**config.mk**
```make
export PLATFORM = sky130hd
export DESIGN_NAME = icache_bank
export DESIGN_NICKNAME = d
export VERILOG_FILES = /design/src/rtl/fetch_pkg.sv /design/src/rtl/icache_bank.sv
export SDC_FILE = /design/constraint.sdc
export NUM_CORES = 2
export LEC_CHECK = 0
export BUFFER_PORTS_ARGS = -buffer_cell sky130_fd_sc_hd__buf_2
export CAP_MARGIN = 20
export CORE_MARGIN = 1.5
export CORE_UTILIZATION = 56
export CTS_CLUSTER_DIAMETER = 100
export CTS_CLUSTER_SIZE = 12
export DETAILED_ROUTE_END_ITERATION = 10
export MAX_ROUTING_LAYER = met4
export PLACE_DENSITY = 0.78
export SLEW_MARGIN = 20
export SYNTH_ARGS = -nofsm -noshare
export SYNTH_HDL_FRONTEND = slang
export SYNTH_SLANG_ARGS = --single-unit
```
**constraint.sdc**
```tcl
create_clock -name clk -period 11.8 [get_ports clk]
set_input_delay 0 -clock clk [delete_from_list [all_inputs] [get_ports clk]]
set_output_delay 0 -clock clk [all_outputs]
set_load 0.05 [all_outputs]
```
**src/rtl/fetch_pkg.sv**
```systemverilog
`default_nettype none

package fetch_pkg;

    //////////////////////////////////////////////////////////////////////
    // widths and basic types
    //////////////////////////////////////////////////////////////////////

    localparam int FIP_W = 28;                 // 16-byte line address
    localparam int LINE_W = 128;
    localparam int AXI_AW = 32;
    localparam int AXI_DW = 32;

    typedef logic [FIP_W-1:0] fip_t;
    typedef logic [LINE_W-1:0] cache_line_t;
    typedef logic [1:0] line_sel_t;           // byte addr bits 5:4

    typedef struct packed {
        fip_t even;
        fip_t odd;
    } fip_pair_t;

    // control flow source, in rising priority
    typedef enum logic [1:0] {
        CF_NONE    = 2'd0,
        CF_BP      = 2'd1,
        CF_RESTEER = 2'd2,
        CF_INIT    = 2'd3
    } cf_src_t;

    typedef enum logic [1:0] {
        FILL_IDLE  = 2'd0,
        FILL_ADDR  = 2'd1,
        FILL_DATA  = 2'd2,
        FILL_WRITE = 2'd3
    } fill_state_t;

    //////////////////////////////////////////////////////////////////////
    // bundles
    //////////////////////////////////////////////////////////////////////

    typedef struct packed {
        fip_t        fip;
        cache_line_t line;
    } fill_wr_t;

    typedef struct packed {
        logic              arvalid;
        logic [AXI_AW-1:0] araddr;
        logic              rready;
    } axil_rd_req_t;

    typedef struct packed {
        logic              arready;
        logic [AXI_DW-1:0] rdata;
        logic              rvalid;
    } axil_rd_rsp_t;

    // towards decode
    typedef struct packed {
        cache_line_t even_line;
        cache_line_t odd_line;
        logic        even_hit;
        logic        odd_hit;
        line_sel_t   even_sel;
        line_sel_t   odd_sel;
    } fetch_out_t;

endpackage

`default_nettype wire

```
**src/rtl/icache_bank.sv**
```systemverilog
`timescale 1ns/1ps
`default_nettype none

module icache_bank import fetch_pkg::*; #(
    parameter int INDEX_BITS = 4
) (
    input  wire logic        clk,
    input  wire logic        rst_i,
    input  wire fip_t        fip_i,
    input  wire logic        we_i,
    input  wire fill_wr_t    fill_i,
    output cache_line_t      line_o,
    output logic             hit_o
);

    localparam int SETS  = 1 << INDEX_BITS;
    localparam int TAG_W = FIP_W - INDEX_BITS - 1;

    // bit 0 of the FIP picks the bank, so it is skipped here
    logic [INDEX_BITS-1:0] rd_idx;
    logic [INDEX_BITS-1:0] wr_idx;
    logic [TAG_W-1:0]      rd_tag;
    logic [TAG_W-1:0]      wr_tag;

    logic [TAG_W-1:0] tag_mem  [SETS];
    cache_line_t      data_mem [SETS];
    logic [SETS-1:0]  valid_q;

    assign rd_idx = fip_i[INDEX_BITS:1];
    assign rd_tag = fip_i[FIP_W-1:INDEX_BITS+1];
    assign wr_idx = fill_i.fip[INDEX_BITS:1];
    assign wr_tag = fill_i.fip[FIP_W-1:INDEX_BITS+1];

    ///////////////////////////////////////////////////////////////////////
    // lookup
    ///////////////////////////////////////////////////////////////////////

    always_comb begin
        hit_o  = valid_q[rd_idx] && (tag_mem[rd_idx] == rd_tag);
        line_o = data_mem[rd_idx];          // only meaningful on a hit
    end

    ///////////////////////////////////////////////////////////////////////
    // fill write
    ///////////////////////////////////////////////////////////////////////

    always_ff @(posedge clk) begin
        if (rst_i) begin
            valid_q <= '0;
        end else if (we_i) begin
            valid_q[wr_idx] <= 1'b1;
        end
    end

    always_ff @(posedge clk) begin
        if (we_i) begin
            tag_mem[wr_idx]  <= wr_tag;
            data_mem[wr_idx] <= fill_i.line;
        end
    end

endmodule

`default_nettype wire

```
==> results by group <==
Setup path
  • Critical Path RT: 11800 ps
  • Critical Path AT: 4700 ps
  • CP peak stage delay: 780 ps
  • Crit-path slowest cell: buf_4
  • Top cell family by delay on the critical path: buffers and inverters
  • CP Launch Type: primary input
  • Critical path class: in -> out
  • Crit-path max FO: 84
  • Critical path capture point type: output pin
  • CP bufs+invs: 6
  • CP Cell Sequence: buf_8 > buf_4 > buf_12 > buf_16 > buf_4 > mux4_2 > mux4_2 > buf_2
  • Worst R2R Path Depth: 2
  • Crit path depth: 8

GRT
  • GR met1 Demand/Resource: 0.3369
  • Grt ovf: 0
  • GRT Overall Usage: 0.2623
  • First-pass GRT wire length: 303.4 mm
  • Met3 usage: 0.05409
  • Initial antenna violation count: 42
  • Largest net degree at the start of global routing: 149
  • Top Usage Layer GRT: met2
  • Vias in the first global route: 44.25k
  • Met2 Track Usage GR: 0.4281

Hold path
  • Hold Crit Class: in -> reg
  • Hold Path Cell Cnt: 3

Timing
  • Final hold vios: 0
  • Worst slew pin tran: 1261 ps
  • Endpoints failing setup: 0
  • Period utilization: 0.3983
  • Relative slew slack: 0.1592
  • RSZ-0062 raised after global routing: no
  • Final min period: 4700 ps
  • Fin. max-slew vios: 0
  • Fmax: 0.2127 GHz
  • Layout Skew: 0 ps
  • TNS Setup: 0 ps

Power
  • Static Leak: 32.57 nW
  • Pwr/cell area: 165.2 nW/µm²
  • Max IR drop VDD: 160.5 µV

CTS
  • Worst-path clk slew: 60 ps
  • Clock buffer depth: 3
  • CTS root buf: clkbuf_16
  • CTS tree: done
  • Clock sinks: 2432
  • Total CTS buffers: 220
  • Setup Fix Bufs, Post-CTS: 0
  • Clock Latency Late Sink: 840 ps
  • H-tree levels: 4

Routing
  • DR vias/cell: 6.500
  • Post-Route WL: 211.1 mm
  • Starting DRT DRC Count: 5723
  • DR pass1 iterations: 6
  • DRC Markers: 0
  • Antenna-violating nets left: 0
  • Per-cell routed wire length: 32.50 µm
  • Via count: 42.22k

Synthesis
  • Top cells by area, synth: edfxtp_1 (79%), mux4_2 (17%), mux2i_1 (0.49%)
  • EDFF count, synth: 2416
  • Ys flop type: edfxtp_1
  • Post-synthesis cell count: 3669
  • Yosys Warn Count: 0
  • Post-synthesis sequential area ratio: 0.7935
  • Post-synth top area share: 0.7900
  • Post-synthesis cell area: 91830 µm²
  • Netlist cell types: 47
  • #FFs+latches synth: 2432
  • Largest area contributor in the netlist: edfxtp_1
  • Fraction of registers with async set/reset: 0
  • Post-Syn Nets: 3856
  • Syn_area_per_cell: 25.03 µm²

Final layout
  • Final nets: 4436
  • Area grow syn2layout: 13.05%
  • Layout cell share with drive strength beyond 1: 0.3155
  • Post-route cell area: 103800 µm²

Die
  • Die area: 166400 µm²
  • # IOs: 316
  • Die width: 408.0 µm
  • Placeable Area: 162800 µm²
  • Chip Height: 408.0 µm
  • Row count: 148
  • Initial Utilization: 0.5642

Placement
  • Post-DP HPWL: 98.76 mm
  • IO Port Bufs: 313
  • GPL Wtd Cong: 0.7353
  • Post-DP Area: 96080 µm²

Run status
  • Run status: complete, no violations

Flow run
  • Max_cap viols: 0
-- registers in the layout, summed over array words and instances, names as in the netlist --
| name | count |
|---|---|
| valid_q | 16 |
| data_mem | 2048 |
| tag_mem | 368 |
-- cells in the final DEF (no fill, tap or decap), types with 15 or more instances in the layout --
cell	n
edfxtp_1	2416
mux4_2	705
buf_2	309
clkbuf_16	220
dlygate4sd3_1	163
nand2_1	63
buf_4	54
mux2i_1	45
nor2_1	41
diode_2	36
a31oi_1	22
clkbuf_1	22
nor2b_1	21
a211oi_1	18
xnor2_1	16
dfxtp_1	16
buf_12	15
-- final timing paths --
check,from,end,slack [ps]
setup / recovery,fip_i[1],line_o[99],7100
hold reg to reg,valid_q[13],valid_q[13],470
hold / removal,we_i,data_mem[10][25],60
setup reg to reg,valid_q[1],valid_q[1],11170
-- timing repair --
action,4_1_cts,5_1_grt
hold endpoints to repair,2508,0
hold buffers,163,0
resized for setup,0,0
-- worst register-to-register path, cell delays in order, from the launching register on --
cell	delay, ps
dfxtp_1	310
nor2_1	140
nor2_1	70
-- cells by family (layout without fill, tap and decap cells) --
logic type | count (synthesis) | after routing | share of synthesized area
buf+inv | 194 | 810 | 0.009851
xor+xnor | 25 | 25 | 0.002384
flops | 2432 | 2432 | 0.7935
mux | 754 | 754 | 0.1783
simple gates | 175 | 175 | 0.008788
compound gates | 89 | 89 | 0.007153
other cells | 0 | 36 | 0
-- metal layers --
metal  wire length [µm]  vias up
li1                   -    16960
met1              78570    22613
met2             108200     2328
met3              19370      320
met4               4951        0
met5                  0        -
-- cell usage after synthesis (all sizes together) (4+ instances only) --
library cell	number
a211oi	18
and3	5
nor3	5
xor2	9
inv	6
a21oi	9
nor2b	21
mux2	4
a31oi	22
nand3b	4
nand3	9
nand2	63
clkbuf	86
mux4	705
nand2b	6
edfxtp	2416
o211ai	4
a22oi	8
xnor2	16
nor4	4
mux2i	45
nor2	53
dfxtp	16
a221oi	4
buf	102
o21ai	4
-- final cells by class --
class / count / area (µm²)
flip-flops and latches: 2432 / 72870
fillers: 10199 / 58960
multi-input cells: 1043 / 18170
clock buffers: 242 / 5588
repair buffers: 546 / 3984
well taps: 2175 / 2721
clock inverters: 16 / 361.6
diodes: 36 / 90.09
inverters: 6 / 30.03
-- where the power goes --
group / switching, mW / internal [mW] / total [mW]
clock network: 2.93 / 3.35 / 6.28
logic: 0.714 / 0.432 / 1.15
registers: 0.0446 / 9.68 / 9.72
total: 3.69 / 13.5 / 17.1
-- through the flow --
stage               setup WS [ps]  total power, mW  instances  hold slack, ps    util
finish                       7100            17.15       6496           59.35  0.6378
global route                 6623            17.61       6492           47.78  0.6377
CTS                          7035            17.25       6458          0.1397  0.6369
detailed placement           7035            10.99       6037           360.5  0.5903
global placement             7040            10.96       6037           353.5  0.5903
floorplan                   203.6            10.64       3669           98.87       -
Power figures use the tool's default switching activity.
