## src/rtl/fetch_pkg.sv

```systemverilog
`default_nettype none

package fetch_pkg;

    //////////////////////////////////////////////////////////////////////
    // widths and basic types
    //////////////////////////////////////////////////////////////////////

    localparam int FIP_W = 28;                 // 16-byte line address
    localparam int LINE_W = 128;
    localparam int AXI_AW = 32;
    localparam int AXI_DW = 32;

    typedef logic [FIP_W-1:0] fip_t;
    typedef logic [LINE_W-1:0] cache_line_t;
    typedef logic [1:0] line_sel_t;           // byte addr bits 5:4

    typedef struct packed {
        fip_t even;
        fip_t odd;
    } fip_pair_t;

    // control flow source, in rising priority
    typedef enum logic [1:0] {
        CF_NONE    = 2'd0,
        CF_BP      = 2'd1,
        CF_RESTEER = 2'd2,
        CF_INIT    = 2'd3
    } cf_src_t;

    typedef enum logic [1:0] {
        FILL_IDLE  = 2'd0,
        FILL_ADDR  = 2'd1,
        FILL_DATA  = 2'd2,
        FILL_WRITE = 2'd3
    } fill_state_t;

    //////////////////////////////////////////////////////////////////////
    // bundles
    //////////////////////////////////////////////////////////////////////

    typedef struct packed {
        fip_t        fip;
        cache_line_t line;
    } fill_wr_t;

    typedef struct packed {
        logic              arvalid;
        logic [AXI_AW-1:0] araddr;
        logic              rready;
    } axil_rd_req_t;

    typedef struct packed {
        logic              arready;
        logic [AXI_DW-1:0] rdata;
        logic              rvalid;
    } axil_rd_rsp_t;

    // towards decode
    typedef struct packed {
        cache_line_t even_line;
        cache_line_t odd_line;
        logic        even_hit;
        logic        odd_hit;
        line_sel_t   even_sel;
        line_sel_t   odd_sel;
    } fetch_out_t;

endpackage

`default_nettype wire

```

## src/rtl/fill_ctrl.sv

```systemverilog
`timescale 1ns/1ps
`default_nettype none

module fill_ctrl import fetch_pkg::*; (
    input  wire logic         clk,
    input  wire logic         rst_i,
    input  wire fip_pair_t    fip_i,
    input  wire logic         even_miss_i,
    input  wire logic         odd_miss_i,
    output axil_rd_req_t      axi_req_o,
    input  wire axil_rd_rsp_t axi_rsp_i,
    input  wire logic [1:0]   beat_idx_i,
    input  wire logic         last_beat_i,
    input  wire cache_line_t  line_i,
    output logic              start_o,
    output logic              beat_o,
    output fill_wr_t          fill_o,
    output logic              we_even_o,
    output logic              we_odd_o
);

    fill_state_t state_q;
    fill_state_t state_d;
    fip_t        fill_fip_q;    // line being filled
    logic        serve_odd_q;   // bank being filled
    logic        any_miss;

    assign any_miss = even_miss_i || odd_miss_i;

    ///////////////////////////////////////////////////////////////////////
    // next state
    ///////////////////////////////////////////////////////////////////////

    always_comb begin
        state_d = state_q;
        case (state_q)
            FILL_IDLE: begin
                if (any_miss) begin
                    state_d = FILL_ADDR;
                end
            end
            FILL_ADDR: begin
                if (axi_rsp_i.arready) begin
                    state_d = FILL_DATA;
                end
            end
            FILL_DATA: begin
                if (axi_rsp_i.rvalid) begin
                    state_d = last_beat_i ? FILL_WRITE : FILL_ADDR;
                end
            end
            FILL_WRITE: state_d = FILL_IDLE;
            default:    state_d = FILL_IDLE;
        endcase
    end

    always_ff @(posedge clk) begin
        if (rst_i) begin
            state_q <= FILL_IDLE;
        end else begin
            state_q <= state_d;
        end
    end

    // capture the missing bank, even first
    always_ff @(posedge clk) begin
        if (rst_i) begin
            serve_odd_q <= 1'b0;
        end else if (state_q == FILL_IDLE && any_miss) begin
            serve_odd_q <= !even_miss_i;
        end
    end

    always_ff @(posedge clk) begin
        if (state_q == FILL_IDLE && any_miss) begin
            fill_fip_q <= even_miss_i ? fip_i.even : fip_i.odd;
        end
    end

    ///////////////////////////////////////////////////////////////////////
    // AXI4-Lite read side
    ///////////////////////////////////////////////////////////////////////

    always_comb begin
        axi_req_o.arvalid = (state_q == FILL_ADDR);
        axi_req_o.araddr  = {fill_fip_q, beat_idx_i, 2'b00};    // line*16 + 4*beat
        axi_req_o.rready  = (state_q == FILL_DATA);
    end

    assign start_o = (state_q == FILL_IDLE) && any_miss;  // clears the beat counter
    assign beat_o  = (state_q == FILL_DATA) && axi_rsp_i.rvalid;

    ///////////////////////////////////////////////////////////////////////
    // bank write
    ///////////////////////////////////////////////////////////////////////

    always_comb begin
        fill_o.fip  = fill_fip_q;
        fill_o.line = line_i;
    end

    assign we_even_o = (state_q == FILL_WRITE) && !serve_odd_q;
    assign we_odd_o  = (state_q == FILL_WRITE) && serve_odd_q;

endmodule

`default_nettype wire

```

## config.mk

```make
export PLATFORM = sky130hd
export DESIGN_NAME = fill_ctrl
export DESIGN_NICKNAME = d
export VERILOG_FILES = /design/src/rtl/fetch_pkg.sv /design/src/rtl/fill_ctrl.sv
export SDC_FILE = /design/constraint.sdc
export NUM_CORES = 1
export LEC_CHECK = 0
export ABC_AREA = 0
export BUFFER_PORTS_ARGS = -buffer_cell sky130_fd_sc_hd__buf_2
export CAP_MARGIN = 15
export CORE_AREA = 2 2 163 165
export DETAILED_ROUTE_END_ITERATION = 6
export DIE_AREA = 0 0 165 167
export PLACE_DENSITY_LB_ADDON = 0.15
export SLEW_MARGIN = 20
export SYNTH_ARGS = -nofsm -noshare
export SYNTH_HDL_FRONTEND = slang
export SYNTH_SLANG_ARGS = --single-unit
```

## constraint.sdc

```tcl
create_clock -name clk -period 1.8 [get_ports clk]
set_input_delay 0 -clock clk [delete_from_list [all_inputs] [get_ports clk]]
set_output_delay 0 -clock clk [all_outputs]
set_load 0.03 [all_outputs]
```

==> impl_results.md <==
* First-pass GRT wire length at 9011 µm
* CP max-delay cell: dfxtp_1
* RSZ-0062 raised after global routing: no
* Vias in the first global route at 1294
* Setup crit end kind: primary output
* Vias after detailed routing at 1355
* Clock H-tree levels at 2
* Synth Area in Adders at 0%
* Crit path arrival time at 1620 ps
* Worst-skew pair later-pin latency at 280 ps
* Vias per cell at 2.450
* Syn Area/Cell at 10.57 µm²
* Hold bufs inserted after CTS at 3
* Total power at 2.474 mW
* Tcrit/Tclk final at 89.75%
* Yosys warns at 0
* Peak supply drop at 0.2908 mV
* Setup Fix Bufs, Post-CTS at 0
* Fin. Hold Viols at 0
* Hpwl dp at 6065 µm
* Largest net degree at the start of global routing at 22
* ANT nets after route at 0
* Slew Viols, Final at 0
* TritonRoute pass-1 iters at 4
* Placer's final routability congestion estimate at 0.6199
* Die area at 0.02756 mm²
* Final WL at 7039 µm
* Leakage power at 1.069 nW
* Hold Crit Class: input pin to primary output
* PortBufs at 124
* Worst clock skew at 2.704 ps
* Internal power at 1.686 mW
* Area grow syn2layout at 1.474%
* Final setup fails at 0
* Hold path cells at 0
* Share of cells above drive strength 1 at 76.61%
* Period minus WS final at 1616 ps
* Post-route cell area at 0.002584 mm²
* Synth Area in Simple Gates at 1.867%
* Post-DP Area at 0.002397 mm²
* Sw frac at 31.85%
* MaxCap Viol Count at 0
* Met2 usage at 8.025%
* Most common cell after layout, fill and taps aside: buf_2
* Sequential share of the synthesized area at 35.38%
* Total grt overflow at 0
* Synth Instances at 241
* Initial antenna violation count at 0
* Slowest cell delay on critical path at 360 ps
* Post-Syn Area at 0.002546 mm²
* Wire per inst at 12.73 µm
* Nets at 442
* Die height at 167 µm
* Flop pwr share at 37.6%
* Crit path max fanout at 21
* Sw Pwr at 788.1 µW
* Diode count at 0
* Status: completed
* GRT Resource Usage Total at 4.762%
* Comb power frac at 26.2%
* Clock power share at 36.2%
* Core Footprint at 0.02576 mm²
* Mux cell area share after synthesis at 12.38%
* Critical path class: flop to primary output
* Predominant post-synthesis flop cell: edfxtp_1
* Synth Area in Compound Gates at 1.867%
* Final worst hold slack at 0.008403 ps
* Clock sinks at 31
* DRT iter0 DRCs at 45
* Drt drc at 0
* Die X at 165 µm
* Reg clk slew, reported paths at 50 ps
* Critical path startpoint category: flop
* Num ports at 419
* Distinct cells, synth at 16
* Core Rows at 59
* Post-synth EDFFs at 28
* Grt peak-use layer: met2
* Ys async rst share at 0%
* CTS buffer count at 5
* XOR/XNOR share of the synthesized area at 0%
* Met3 usage at 2.565%
* Post-CTS resize count at 0
* Main combinational cell family by area after synthesis: buffers and inverters
* Setup TNS at 0 ps
* PD cells at 957.7 mW/mm²
* Critical path cell sequence: nor2_1 > o21a_2 > buf_4 > buf_2
* Root Buffer Master: clkbuf_16
* R2R cell count at 4
* Synth Register Bits at 31
* Most frequent cells in the layout: buf_2, mux2_2, edfxtp_1
* Clock Tree Buf Depth at 2
* CP required at 1800 ps
* M1 GR Usage at 4.036%
* Initial core utilization at 9.883%
* Fmax at 619.0 MHz
* CTS tree: done
==> per-stage QoR <==
stage	util, %	std cells	worst slack, ps
after floorplan	-	242	356.7
after global placement	9.305	542	440.7
after detailed placement	9.305	542	404.2
after CTS	10.03	553	155.0
after global routing	10.03	553	78.52
final	10.03	553	184.4
==> cell usage after synthesis, drive strengths merged, types with 2 or more instances <==
library cell | number | area (µm²)
inv | 2 | 7.510
and2b | 2 | 17.52
dfxtp | 3 | 60.06
a21oi | 4 | 20.02
edfxtp | 28 | 840.8
mux2 | 28 | 315.3
nor2 | 2 | 7.510
buf | 163 | 1224
nand2 | 2 | 7.510
==> per-layer routing <==
layer	vias up	routed length (µm)
li1	577	-
met1	583	2192
met2	141	3430
met3	54	976
met4	0	439
met5	-	0
==> layout make-up <==
cell class	instances	area [µm²]
Clock buffer	8	156.4
Fill cell	2958	23180
Inverter	2	7.507
Multi-Input combinational cell	46	419.2
Sequential cell	31	900.9
Tap cell	335	419.2
Timing Repair Buffer	131	680.7
==> path summary, 6_finish.rpt <==
kind	end	slack, ps	start
worst max-delay path	start_o	180	state_q[0]
worst min register to register	serve_odd_q	540	serve_odd_q
worst max register to register	state_q[0]	290	state_q[0]
worst min-delay path	fill_o[55]	0.008	line_i[55]
==> critical path, delay by kind of cell, from the launching register on <==
kind	cells	cell delay [ps]
buf+inv	2	550
flops	1	360
simple gates	1	220
compound gates	1	190
==> state kept, by name, indices dropped and copies added, names as in the netlist <==
register     cells
fill_fip_q      28
state_q          2
serve_odd_q      1
==> power by group through the flow <==
stage / sequential, mW / combinational [mW] / clock, mW
after global routing: 0.944 / 0.699 / 0.978
after CTS: 0.935 / 0.663 / 0.965
after global placement: 0.947 / 0.663 / 0
after detailed placement: 0.950 / 0.656 / 0
final: 0.929 / 0.648 / 0.897
after floorplan: 1.08 / 0.903 / 0
==> kinds of logic (layout without fill, tap and decap cells) <==
logic type | after synthesis | after routing
buffers and inverters | 165 | 141
flip-flops | 31 | 31
multiplexers | 28 | 28
AO/OA/AOI/OAI | 8 | 8
AND/OR/NAND/NOR | 8 | 8
other | 1 | 2
(Power assumes the default switching activity.)
