--- config.mk ---
export PLATFORM = sky130hd
export DESIGN_NAME = line_assembler
export DESIGN_NICKNAME = d
export VERILOG_FILES = /design/src/rtl/fetch_pkg.sv /design/src/rtl/line_assembler.sv
export SDC_FILE = /design/constraint.sdc
export NUM_CORES = 1
export LEC_CHECK = 0
export BUFFER_PORTS_ARGS = -buffer_cell sky130_fd_sc_hd__buf_2
export CORE_ASPECT_RATIO = 1.75
export CORE_MARGIN = 2
export CORE_UTILIZATION = 52
export CTS_BUF_LIST = sky130_fd_sc_hd__clkbuf_4 sky130_fd_sc_hd__clkbuf_8
export DETAILED_ROUTE_END_ITERATION = 6
export PLACE_DENSITY = 0.82
export SYNTH_ARGS = -nofsm -noshare
export SYNTH_HDL_FRONTEND = slang
export SYNTH_SLANG_ARGS = --single-unit
export TNS_END_PERCENT = 50
--- constraint.sdc ---
create_clock -name clk -period 2.4 [get_ports clk]
set_clock_uncertainty 0.1 [all_clocks]
set_input_delay 0.12 -clock clk [delete_from_list [all_inputs] [get_ports clk]]
set_output_delay 0.12 -clock clk [all_outputs]
set_load 0.01 [all_outputs]
--- src/rtl/fetch_pkg.sv ---
`default_nettype none

package fetch_pkg;

    //////////////////////////////////////////////////////////////////////
    // widths and basic types
    //////////////////////////////////////////////////////////////////////

    localparam int FIP_W = 28;                 // 16-byte line address
    localparam int LINE_W = 128;
    localparam int AXI_AW = 32;
    localparam int AXI_DW = 32;

    typedef logic [FIP_W-1:0] fip_t;
    typedef logic [LINE_W-1:0] cache_line_t;
    typedef logic [1:0] line_sel_t;           // byte addr bits 5:4

    typedef struct packed {
        fip_t even;
        fip_t odd;
    } fip_pair_t;

    // control flow source, in rising priority
    typedef enum logic [1:0] {
        CF_NONE    = 2'd0,
        CF_BP      = 2'd1,
        CF_RESTEER = 2'd2,
        CF_INIT    = 2'd3
    } cf_src_t;

    typedef enum logic [1:0] {
        FILL_IDLE  = 2'd0,
        FILL_ADDR  = 2'd1,
        FILL_DATA  = 2'd2,
        FILL_WRITE = 2'd3
    } fill_state_t;

    //////////////////////////////////////////////////////////////////////
    // bundles
    //////////////////////////////////////////////////////////////////////

    typedef struct packed {
        fip_t        fip;
        cache_line_t line;
    } fill_wr_t;

    typedef struct packed {
        logic              arvalid;
        logic [AXI_AW-1:0] araddr;
        logic              rready;
    } axil_rd_req_t;

    typedef struct packed {
        logic              arready;
        logic [AXI_DW-1:0] rdata;
        logic              rvalid;
    } axil_rd_rsp_t;

    // towards decode
    typedef struct packed {
        cache_line_t even_line;
        cache_line_t odd_line;
        logic        even_hit;
        logic        odd_hit;
        line_sel_t   even_sel;
        line_sel_t   odd_sel;
    } fetch_out_t;

endpackage

`default_nettype wire

--- src/rtl/line_assembler.sv ---
`timescale 1ns/1ps
`default_nettype none

module line_assembler import fetch_pkg::*; (
    input  wire logic        clk,
    input  wire logic        rst_i,
    input  wire logic        start_i,
    input  wire logic        beat_i,
    input  wire logic [31:0] rdata_i,
    output logic [1:0]       beat_idx_o,
    output logic             last_beat_o,
    output cache_line_t      line_o
);

    logic [1:0]  beat_q;
    cache_line_t line_q;

    // beat counter
    always_ff @(posedge clk) begin
        if (rst_i || start_i) begin
            beat_q <= 2'd0;
        end else if (beat_i) begin
            beat_q <= beat_q + 2'd1;    // wraps after the last beat
        end
    end

    // beat 0 lands in the low word
    always_ff @(posedge clk) begin
        if (beat_i) begin
            line_q[beat_q*32 +: 32] <= rdata_i;
        end
    end

    assign beat_idx_o  = beat_q;
    assign last_beat_o = (beat_q == 2'd3);
    assign line_o      = line_q;

endmodule

`default_nettype wire

==> results of run 1 <==
==> how the worst max path moves through the flow <==
stage / startpoint / end / slack [ps] / cells after the start
finish: beat_idx_o[0] / line_o[6] / 210 / 4
CTS: beat_idx_o[0] / line_o[11] / 140 / 4
detailed placement: beat_idx_o[0] / line_o[10] / 160 / 4
global placement: beat_idx_o[0] / line_o[40] / 280 / 4
floorplan: beat_idx_o[0] / line_o[0] / 160 / 4
global route: beat_idx_o[1] / line_o[11] / 20 / 4
==> power by group through the flow <==
stage	Sequential, mW	Combinational [mW]	Clock (mW)
2_1_floorplan	2.67	0.0983	0
3_3_place_gp	2.63	0.283	0
3_5_place_dp	2.63	0.298	0
4_1_cts	2.58	0.344	1.81
5_1_grt	2.59	0.366	1.90
6_report	2.58	0.340	1.79
==> sequential cells by signal (all words and copies together) (netlist names) <==
name        cells
beat_idx_o      2
line_o        128
==> cell usage in the layout, fill, tap and decap left out, drive strengths merged <==
| cell | netlist | layout |
|---|---|---|
| buf | 1 | 178 |
| edfxtp | 128 | 128 |
| and2 | 126 | 126 |
| dlygate4sd3 | 0 | 36 |
| clkbuf | 12 | 18 |
| clkinv | 0 | 10 |
| nor2 | 6 | 6 |
| ha | 6 | 6 |
| bufinv | 0 | 3 |
| inv | 2 | 2 |
| or3b | 2 | 2 |
| nand2b | 2 | 2 |
| nor3 | 2 | 2 |
| dfxtp | 2 | 2 |
| nor3b | 1 | 1 |
| nor4b | 1 | 1 |
| and4bb | 1 | 1 |
| and3b | 1 | 1 |
| nand2 | 1 | 1 |
| xnor2 | 1 | 1 |
| mux2i | 1 | 1 |
| clkinvlp | 0 | 1 |
==> per-layer routing <==
metal	part of all wire (%)	up-vias	track usage, %
met4	4.0	0	13.79
met1	34	1539	22.29
met2	57	138	42.24
li1	-	1469	-
met3	5.1	30	6.030
met5	0	-	0
==> repair_timing <==
item                                    CTS  global route
setup buffers                             0             0
gates resized for setup                   0             0
endpoints found under the setup margin    0             0
endpoints found under the hold margin   124             0
hold buffers                             36             0
==> kinds of logic (layout without fill, tap and decap cells) <==
logic type               after synthesis  after routing  synth area share [%]
XOR/XNOR                               1              1                0.1767
adder cells (fa/ha/maj)                6              6                 1.514
buffers and inverters                 15            248                 1.363
flip-flops                           130            130                 78.34
multiplexers                           1              1                0.2019
AND/OR/NAND/NOR                      143            143                 18.40
==> metrics by stage <==
stage	hold slack (ps)	power (mW)	instance area [µm²]	util, %
after floorplan	96.61	2.766	4957	-
after global placement	197.4	2.912	6032	64.51
after detailed placement	199.6	2.928	6032	64.51
after CTS	173.5	4.737	6779	72.50
after global routing	200.0	4.854	6779	72.50
final	196.6	4.715	6779	72.50
==> final cells by class <==
type / count / share of cell area (%)
clock buffer: 18 / 3.562
clock inverter: 14 / 2.141
inverter: 2 / 0.1107
multi-input combinational: 151 / 15.01
sequential: 130 / 57.29
tap: 122 / 2.252
timing repair buffer: 214 / 19.64
==> synthesized netlist by cell type (all sizes together) <==
| cell | number |
|---|---|
| and2 | 126 |
| and3b | 1 |
| and4bb | 1 |
| buf | 1 |
| clkbuf | 12 |
| dfxtp | 2 |
| edfxtp | 128 |
| ha | 6 |
| inv | 2 |
| mux2i | 1 |
| nand2 | 1 |
| nand2b | 2 |
| nor2 | 6 |
| nor3 | 2 |
| nor3b | 1 |
| nor4b | 1 |
| or3b | 2 |
| xnor2 | 1 |
==> critical path, stage by stage, from the launching register on <==
cell and delay, ps:
dfxtp_1 330, inv_1 70, ha_1 380, and4bb_1 930, and2_1 240
==> impl_metrics.ini, run 1 <==
[power]
p_int_mw = 3.730
share_seq_of_total_power_pct = 54.8
combPwrFrac_pct = 7.2
switching_power_uw = 985.3
power_leakage_nw = 2.913
peakVddDrop_uv = 421.3
p_per_area_nw_per_um2 = 695.6
p_sw_share_pct = 20.90
clock_power_share_pct = 38.0

[logic_synthesis]
synth_nets = 338
synth_area_per_cell_um2 = 16.75
synth_cell_types = 19
syn-cell-area_um2 = 4957
synth_warnings = 0
synth_cells = 296
ys_top_cells_by_area = edfxtp_1, and2_1, ha_1, dfxtp_1, clkbuf_2
ys_seq_area_share_pct = 78.34
ys_seq_elements = 130
synth_top_area_share_pct = 77.54
yosys.area.top_type = edfxtp_1

[worst_setup_path]
path_class = flop to flop
cp.required_ps = 2590
worst-r2r-cell-count = 4
r2r-end = line_o[6]
crit_path_end_kind = flop
critPathMaxFanout = 32
reg2reg_slack_ps = 210
crit_arrival_ps = 2380
r2r-start = beat_idx_o[0]
cp-start-kind = flop

[cts]
clock_sinks = 130
cts_max_path_buffers = 2
root_buffer = clkbuf_8
h-tree-depth = 4
cts_tree = done
cts_buffers = 17
insertion_delay_ps = 430
clk_pin_slew_worst_paths_ps = 70

[grt]
track_usage_pct = 22.97
grt_max_degree = 33
grt_pass1_vias = 3294
grt_pass1_wl_um = 17190
grt-ovfl-total = 0
antenna_found_initial = 0

[placement]
place_inst = 583
dp_hpwl_um = 7773
routabilityCongestion = 0.8361
portBuffers = 166
post-place-ws_ps = 162.0

[cells_and_area]
stdcell_count = 651
diodes = 0
multi_input_area_um2 = 1017
n_fill_cell = 571
seq_area_um2 = 3884
syn_to_final_growth_pct = 36.75
drive_gt1_share_pct = 40.26
fin_nets = 558

[hold_path]
holdPathStages = 2
min_to = line_o[106]
min_from = beat_i
hp-class = input port to flop

[floorplan]
die_w_um = 77.81
core-area_um2 = 9350
io_pins = 167
die_area_um2 = 10360
floorplan.initialDensity_pct = 53.02
core.rowCount = 47
die_h_um = 133.2

[timing]
tightest_slew_ps = 984.0
setup_slack_ps = 206.8
finalSetupTns_ps = 0
slew_violations = 0
finalCritPeriodShare_pct = 91.38
fmax_ghz = 0.4560
fin_crit_ps = 2193
hold_viol = 0
max_slew_margin_pct = 34.40
rsz0062_at_grt = false
setup_viol = 0

[drt]
wl_um = 11530
drc = 0
via_count = 3176
dr.pass1.iters = 5
drt-vias-per-instance = 4.879
routedWlPerCell_um = 17.71
initialDrtViolationCount = 220
antenna_left = 0

[run]
maxCapViolCount = 0

[run_status]
outcome = complete, no violations
(Power assumes the default switching activity.)
==> run 2, diff against run 1 <==
- ABC_AREA: unset -> 1
- RECOVER_POWER: unset -> 25
==> impl_metrics.ini, run 2 <==
[run_status]
outcome = complete, no violations

[cts]
h-tree-depth = 4
cts_setup_buffers = 0
root_buffer = clkbuf_8
clk_pin_slew_worst_paths_ps = 60
cts_tree = done
insertion_delay_ps = 420
cts_max_path_buffers = 2
cts_buffers = 17
clock_sinks = 130

[hold_path]
holdPathStages = 5
hp-class = input port to flop
min_to = beat_idx_o[1]
min_from = start_i

[logic_synthesis]
ys_top_cells_by_area = edfxtp_1, nand2_1, nor2_1, nor2_2, ha_1
synth_top_family_by_area = simple AND/OR/NAND/NOR gates
synth-simple-area-share_pct = 19.48
synth_area_per_cell_um2 = 12.46
synth_nets = 454
ys.flop_type = edfxtp_1
synth_xor_area_share_pct = 0
synthAdderAreaFrac_pct = 1.463
ys_seq_area_share_pct = 75.67
synth_most_common_cell = edfxtp_1
synth_top_area_share_pct = 74.89
synth_cells = 412
synth_compound_area_share_pct = 0
synth_cell_types = 17
ys_seq_elements = 130
syn-cell-area_um2 = 5132
ys_async_sr_fraction_pct = 0
synth_warnings = 0
yosys.area.top_type = edfxtp_1
synth-edff-count = 128
synth_common_cells = edfxtp_1, nand2_1, nor2_1
yosys-mux-area-fraction_pct = 0

[timing]
fmax_ghz = 0.5248
finalCritPeriodShare_pct = 79.39
hold_viol = 0
setup_viol = 0
setup_slack_ps = 494.6
max_slew_margin_pct = 69.19
slew_violations = 0
tightest_slew_ps = 462.2
fin_crit_ps = 1905
finalSetupTns_ps = 0
rsz0062_at_grt = false

[drt]
drt-vias-per-instance = 5.050
dr.pass1.iters = 5
initialDrtViolationCount = 291
drc = 0
wl_um = 13220
antenna_left = 0
routedWlPerCell_um = 17.38
via_count = 3843

[power]
combPwrFrac_pct = 9.0
power_leakage_nw = 2.709
switching_power_mw = 1.037
share_seq_of_total_power_pct = 55.8
p_per_area_nw_per_um2 = 684.6
power_mw = 4.587
p_sw_share_pct = 22.60
p_int_mw = 3.550
peakVddDrop_uv = 468.3
clock_power_share_pct = 35.1

[floorplan]
core-area_um2 = 9729
die_h_um = 135.4
die_area_um2 = 10710
io_pins = 167
core.rowCount = 48
die_w_um = 79.10
floorplan.initialDensity_pct = 52.75

[worst_setup_path]
cp-start-kind = flop
crit_buf_inv = 2
path_cells = inv_1, ha_1, nor2_4, buf_12, nand2_1, nor2_1
slowest_delay_ps = 440
crit_arrival_ps = 2090
worst-r2r-cell-count = 6
cp.required_ps = 2580
critical_path.top_delay_family = simple AND/OR/NAND/NOR gates
cp_slowest_cell = dfxtp_1
crit_path_end_kind = flop
critPathMaxFanout = 17
r2r-start = beat_idx_o[1]
path_class = flop to flop
r2r-end = line_o[27]
reg2reg_slack_ps = 490

[cells_and_area]
final_common_cell = edfxtp_1
syn_to_final_growth_pct = 30.55
post-route-util_pct = 68.87
diodes = 0
fin_nets = 666
drive_gt1_share_pct = 22.96
stdcell_count = 761
layout_common_cells = edfxtp_1, nand2_1, nor2_1, clkbuf_1, buf_2
largest_register_ffs = 128

[placement]
portBuffers = 166
post-place-ws_ps = 515.2
dp_hpwl_um = 8675
routabilityCongestion = 0.8572
place_inst = 694

[grt]
track_usage_pct = 25.46
grt_pass1_wl_um = 19690
antenna_found_initial = 0
grt_max_degree = 33
grt-ovfl-total = 0
grt_pass1_vias = 3867

[run]
maxCapViolCount = 0
[run 2: cell count changes after synthesis, sizes merged, moves of 2 or more]
| cell | change |
|---|---|
| clkbuf | -8 |
| nand2 | +105 |
| nand3 | +3 |
| buf | +18 |
| and2 | -126 |
| or3b | -2 |
| inv | +8 |
| nor3 | -2 |
| nand2b | -2 |
| nor2 | +127 |
[run 2: metal layers]
layer | track usage [%] | vias to the layer above | wire length [µm]
met4 | 14.56 | 0 | 561
li1 | - | 1775 | -
met2 | 46.47 | 211 | 7420
met1 | 25.71 | 1811 | 4369
met5 | 0 | - | 0
met3 | 6.333 | 46 | 873
[run 2: area by class of cell]
type | instances | area (µm²)
Inverter | 11 | 41.29
Clock inverter | 8 | 63.81
Multi-Input combinational cell | 248 | 1075
Fill cell | 750 | 3029
Timing Repair Buffer | 216 | 1200
Sequential cell | 130 | 3885
Clock buffer | 23 | 279.0
Tap cell | 125 | 156.4
[run 2: worst max-delay path by stage]
stage,startpoint,end,slack [ps],cells past startpoint
2_1_floorplan,beat_idx_o[0],line_o[0],400,5
3_3_place_gp,beat_idx_o[0],line_o[122],640,5
3_5_place_dp,beat_idx_o[1],line_o[27],520,6
4_1_cts,beat_idx_o[1],line_o[27],490,6
5_1_grt,beat_idx_o[1],line_o[11],330,6
6_report,beat_idx_o[1],line_o[27],490,6
[run 2: kinds of logic after synthesis]
| family | Yosys count |
|---|---|
| adder cells (fa/ha/maj) | 6 |
| flip-flops | 130 |
| buffers and inverters | 34 |
| AND/OR/NAND/NOR | 242 |
[run 2: power groups by stage]
stage / clock (mW) / sequential [mW] / combinational (mW)
floorplan: 0 / 2.63 / 0.187
global placement: 0 / 2.61 / 0.362
detailed placement: 0 / 2.61 / 0.373
CTS: 1.63 / 2.56 / 0.421
global route: 1.73 / 2.56 / 0.452
finish: 1.61 / 2.56 / 0.414
[run 2: timing repair]
action | in CTS | in global routing
resized for setup | 0 | 0
hold endpoints to repair | 114 | 0
hold buffers | 36 | 0
[run 2: through the flow]
step / cell area, µm² / hold WS, ps
floorplan: 5132 / 166.2
global placement: 6118 / 249.2
detailed placement: 6118 / 256.9
CTS: 6822 / 375.9
global route: 6700 / 418.9
finish: 6700 / 403.3
[run 2: tightest hold or removal path: stages]
cell	delay, ps
buf_2	80
nor2_1	30
dlygate4sd3_1	560
nand2_1	70
nor2_1	30
